File: config.mk
export PLATFORM = sky130hd
export DESIGN_NAME = memConfig
export DESIGN_NICKNAME = d
export VERILOG_FILES = /design/src/ssramPkg.sv /design/src/memConfig.sv
export SDC_FILE = /design/constraint.sdc
export NUM_CORES = 1
export LEC_CHECK = 0
export BUFFER_PORTS_ARGS = -buffer_cell sky130_fd_sc_hd__buf_2
export CAP_MARGIN = 30
export CORE_AREA = 4 4 41 43
export CTS_CLUSTER_SIZE = 24
export DETAILED_ROUTE_END_ITERATION = 7
export DIE_AREA = 0 0 45 47
export GPL_TIMING_DRIVEN = 0
export REMOVE_ABC_BUFFERS = 1
export SLEW_MARGIN = 20
export SYNTH_ARGS = -nofsm -noshare
export SYNTH_HDL_FRONTEND = slang
export SYNTH_SLANG_ARGS = --single-unit
File: constraint.sdc
create_clock -name clk -period 1.4 [get_ports clk]
set_input_delay 0.07 -clock clk [delete_from_list [all_inputs] [get_ports clk]]
set_output_delay 0.07 -clock clk [all_outputs]
set_load 0.005 [all_outputs]
File: src/ssramPkg.sv
// SSRAM device and memory configuration definitions

package ssramPkg;

   // Address pins on the SSRAM device
   localparam int ssramAddrWidth = 23;

   // Size field width, enough to hold 0 to 32 units
   localparam int unitsWidth = 6;

   // Memory is sized in 32K-word units
   // Address bits above this shift select the unit
   localparam int unitShift = 15;

   // SSRAM address pin vector
   // Processor address sits in the low 20 bits
   typedef logic [0:ssramAddrWidth-1] ssramAddrT;

   // Memory size in units
   typedef logic [0:unitsWidth-1] unitsT;

   // Largest size that fits the 20-bit address space
   localparam unitsT maxUnits = 6'd32;

endpackage

File: src/memConfig.sv
`timescale 1ns/10ps

// Memory configuration register block
// Holds the populated memory size and the write-protect bit

module memConfig
  #(
    // Size after reset, in 32K-word units
    parameter ssramPkg::unitsT defaultUnits = 1
   )
  (
   input  logic            clk,
   input  logic            reset,
   // Configuration strobe, one cycle
   input  logic            cfgWrite,
   // Requested size in units
   input  ssramPkg::unitsT cfgUnits,
   // Requested write-protect state
   input  logic            cfgProtect,
   // Current size seen by the controller
   output ssramPkg::unitsT memUnits,
   // Current write-protect state
   output logic            writeProtect
  );

   // Size after clamping to the address space limit
   ssramPkg::unitsT clampedUnits;

   //
   // Clamp the requested size
   // Anything above 32 units would exceed 1M words
   //

   always_comb
   begin
      if (cfgUnits > ssramPkg::maxUnits)
      begin
         clampedUnits = ssramPkg::maxUnits;
      end
      else
      begin
         clampedUnits = cfgUnits;
      end
   end

   //
   // Configuration registers
   // Both fields load together on the strobe
   // New values steer strobes sampled from the next edge on
   //

   always_ff @(posedge clk or posedge reset)
   begin
      if (reset)
      begin
         // Board default size, writes allowed
         memUnits     <= defaultUnits;
         writeProtect <= 1'b0;
      end
      else if (cfgWrite)
      begin
         memUnits     <= clampedUnits;
         writeProtect <= cfgProtect;
      end
   end

endmodule

=== After elaboration in Yosys (flattened, before gate mapping) ===
Index checks and enable logic that the tools add are counted.

* Divide/modulo/power cells: 0
* Eq/ne operators: 0
* Multiplexer cells: 1
* Magnitude comparators: 1
* Shifts and indexed selects: 0
* $add $sub $neg: 0
* Bitwise gates (word level): 0
* $mul: 0
* Reductions and logical operators: 0

{| class="wikitable"
|+ Operators by type and width
! kind !! count
|-
| > comparator 6 bit, second input constant || 1
|-
| 2-to-1 mux 6 bit || 1
|}

* Memories: 0
* Latch bits: 0
* RAM bits: 0
* Output and inout bits: 7
* Memory bits (read-only): 0
* Bits in registers: 7

=== Logic depth before layout (Yosys ltp) ===
* Word-level depth: 2
* Gate-level depth with buffers: 3

=== Worst setup path after synthesis ===
No wires, ideal clock.

* Kind: reg2reg
* Start: reg memUnits[0] (netlist name)
* End: reg memUnits[0]
* Setup time: 0.074 ns
* Required time: 1.326 ns
* Arrival time: 0.671 ns
* Path buffers: 0
* Cell stages (with the launch flop): 3
* Path slack: 0.655 ns
* Clock period less this slack: 0.745 ns
* Cells stage by stage: dfstp_2 > inv_1 > o22ai_2

{| class="wikitable"
|+ RTL lines
! item !! line !! text
|-
| end signal: assignment || memConfig.sv:57 || <nowiki>memUnits <= defaultUnits;</nowiki>
|-
| end signal: assignment || memConfig.sv:62 || <nowiki>memUnits <= clampedUnits;</nowiki>
|-
| end: declaration || memConfig.sv:21 || <nowiki>output ssramPkg::unitsT memUnits,</nowiki>
|}

=== Worst setup path in the final report ===
* Start: reg memUnits[0]
* End: out memUnits[0]

No word-level cell between the ends.

==> results.json <==
{
  "power.leakage_uw": 0.000217,
  "grt_pass1_vias": 225,
  "setup_viol": 0,
  "finalHoldViolCount": 0,
  "cts_sinks": 7,
  "area_growth_syn_to_layout_pct": 42.5,
  "io_pins": 17,
  "skew_ps": 0,
  "routed_via_density": 4.05,
  "start_util": 0.224,
  "clk_path_buf_depth": 2,
  "wl_met1_um": 234,
  "ant_nets": 0,
  "fin_crit_ps": 935,
  "fillers": 156,
  "r2r_slack_ps": 650,
  "cts_tree": "built",
  "relSlewSlack": 0.818,
  "path_max_fanout": 2,
  "grt_pass1_wl_um": 903,
  "grt_use_total": 0.0668,
  "finalInstanceArea_um2": 415,
  "drive_above_1_share": 0.500,
  "nets": 57,
  "wl_met2_um": 296,
  "grt_overflow_total": 0,
  "drc": 0,
  "worst_pin_slew_ps": 273,
  "path_cells": "buf_2",
  "h-tree-depth": 1,
  "maxCapViolCount": 0,
  "synth_warnings": 0,
  "path_delay_family": "flip-flops",
  "num_rows": 13,
  "status": "complete, no violations",
  "syn_area_per_cell_um2": 11.2,
  "netlist_area_um2": 292,
  "cp-end-kind": "primary output",
  "crit_required_ps": 1330,
  "portBuffers": 16,
  "core_area_um2": 1300,
  "slew_viol_final": 0,
  "synth.distinct_cells": 10,
  "diodes": 0,
  "power_density_nw_per_um2": 1140,
  "die_h_um": 47,
  "die_width_um": 45,
  "wl_per_cell_um": 9.97,
  "fin_hold_ws_ps": 49.8,
  "max_freq_mhz": 1070,
  "antenna_found_initial": 0,
  "crit_slowest_cell": "dfstp_2",
  "clkTransAtPathRegs_ps": 50,
  "place_area_um2": 379,
  "dpl_worst_slack_ps": 626,
  "vias": 247,
  "dr.pass1.iters": 1,
  "finalCritPeriodShare": 0.668,
  "path_class": "flop to primary output",
  "setup_ws_ps": 465,
  "syn_inst": 26,
  "crit_buf_inv": 1,
  "drt_iter0_drc": 0,
  "finish.utilization": 0.319,
  "peakVddDrop_mv": 0.478,
  "routed_wl_um": 608,
  "wl_met3_um": 77,
  "seq_area_frac_synth": 0.605,
  "dieArea_um2": 2120,
  "finalSetupTns_ps": 0,
  "cts_inserted_buffers": 3,
  "clock_latency_ps": 240,
  "ys_ff_latch": 7,
  "top_layer": "met3",
  "cp.arrival_ps": 870,
  "root_buffer": "clkbuf_4",
  "holdCritPathClass": "primary input to flop",
  "grt_max_degree": 13,
  "gp_congestion": 0.586,
  "cpPeakStageDelay_ps": 520,
  "crit_path_start_kind": "flop",
  "rsz0062_at_grt": "false"
}
-- where the power goes --
group / switching, uW / leakage (uW) / internal (uW) / total (uW)
clock network: 68.3 / 0.0000150 / 108 / 177
registers: 7.07 / 0.0000858 / 222 / 229
logic: 30.8 / 0.000116 / 36.0 / 66.7
total: 106 / 0.000217 / 366 / 472
-- cells in the mapped netlist --
master / instances / area share
o21ai_0: 1 / 0.017
mux2_2: 2 / 0.077
buf_6: 1 / 0.039
o22ai_1: 3 / 0.064
dfrtp_1: 6 / 0.52
nand2_1: 4 / 0.051
dfstp_2: 1 / 0.090
o22ai_2: 1 / 0.043
inv_1: 6 / 0.077
nand3b_1: 1 / 0.026
-- flip-flops by register name, indices dropped and copies added (netlist names) --
signal        cells
memUnits          6
writeProtect      1
-- cells in the final DEF (no fill, tap or decap) --
master,Yosys,final
o22ai_2,1,1
dfrtp_1,6,6
dlygate4sd3_1,0,1
dfstp_2,1,1
inv_1,6,6
buf_2,0,16
clkbuf_1,0,1
o21ai_0,1,1
mux2_2,2,2
clkbuf_4,0,3
o22ai_1,3,3
nand3b_1,1,1
nand2_1,4,4
-- per-layer routing --
metal | up-vias | GRT usage
li1 | 124 | -
met1 | 110 | 0.0650
met2 | 13 | 0.0989
met3 | 0 | 0.0575
met4 | 0 | 0.0351
met5 | - | 0
-- kinds of logic after synthesis --
group	synth area share
compound gates	0.124
buf+inv	0.116
flops	0.605
mux	0.0772
simple gates	0.0772
-- worst paths after layout --
kind	startpoint	end	cells past startpoint
hold / removal	cfgUnits[5]	memUnits[0]	2
hold reg to reg	memUnits[0]	memUnits[0]	2
setup reg to reg	memUnits[0]	memUnits[0]	2
setup / recovery	memUnits[0]	memUnits[0]	1
min in group asynchronous	reset	memUnits[4]	3
max in group asynchronous	reset	memUnits[0]	3
-- per-stage QoR --
stage | instances | total power (uW)
after floorplan | 25 | 259
after global placement | 56 | 297
after detailed placement | 56 | 299
after CTS | 61 | 488
after global routing | 61 | 514
final | 61 | 472
-- repair_timing --
| action | 4_1_cts | 5_1_grt |
|---|---|---|
| hold buffers | 1 | 0 |
| resized for setup | 0 | 0 |
| buffers inserted | 0 | 0 |
| endpoints found under the hold margin | 6 | 0 |
-- area by class of cell --
cell class	count	area, um^2	share of cell area
inverters	6	22.5	0.0542
multi-input cells	12	81.3	0.196
flip-flops and latches	7	176	0.425
repair buffers	17	90.1	0.217
clock buffers	4	26.3	0.0633
well taps	15	18.8	0.0452
Power figures use the tool's default switching activity.
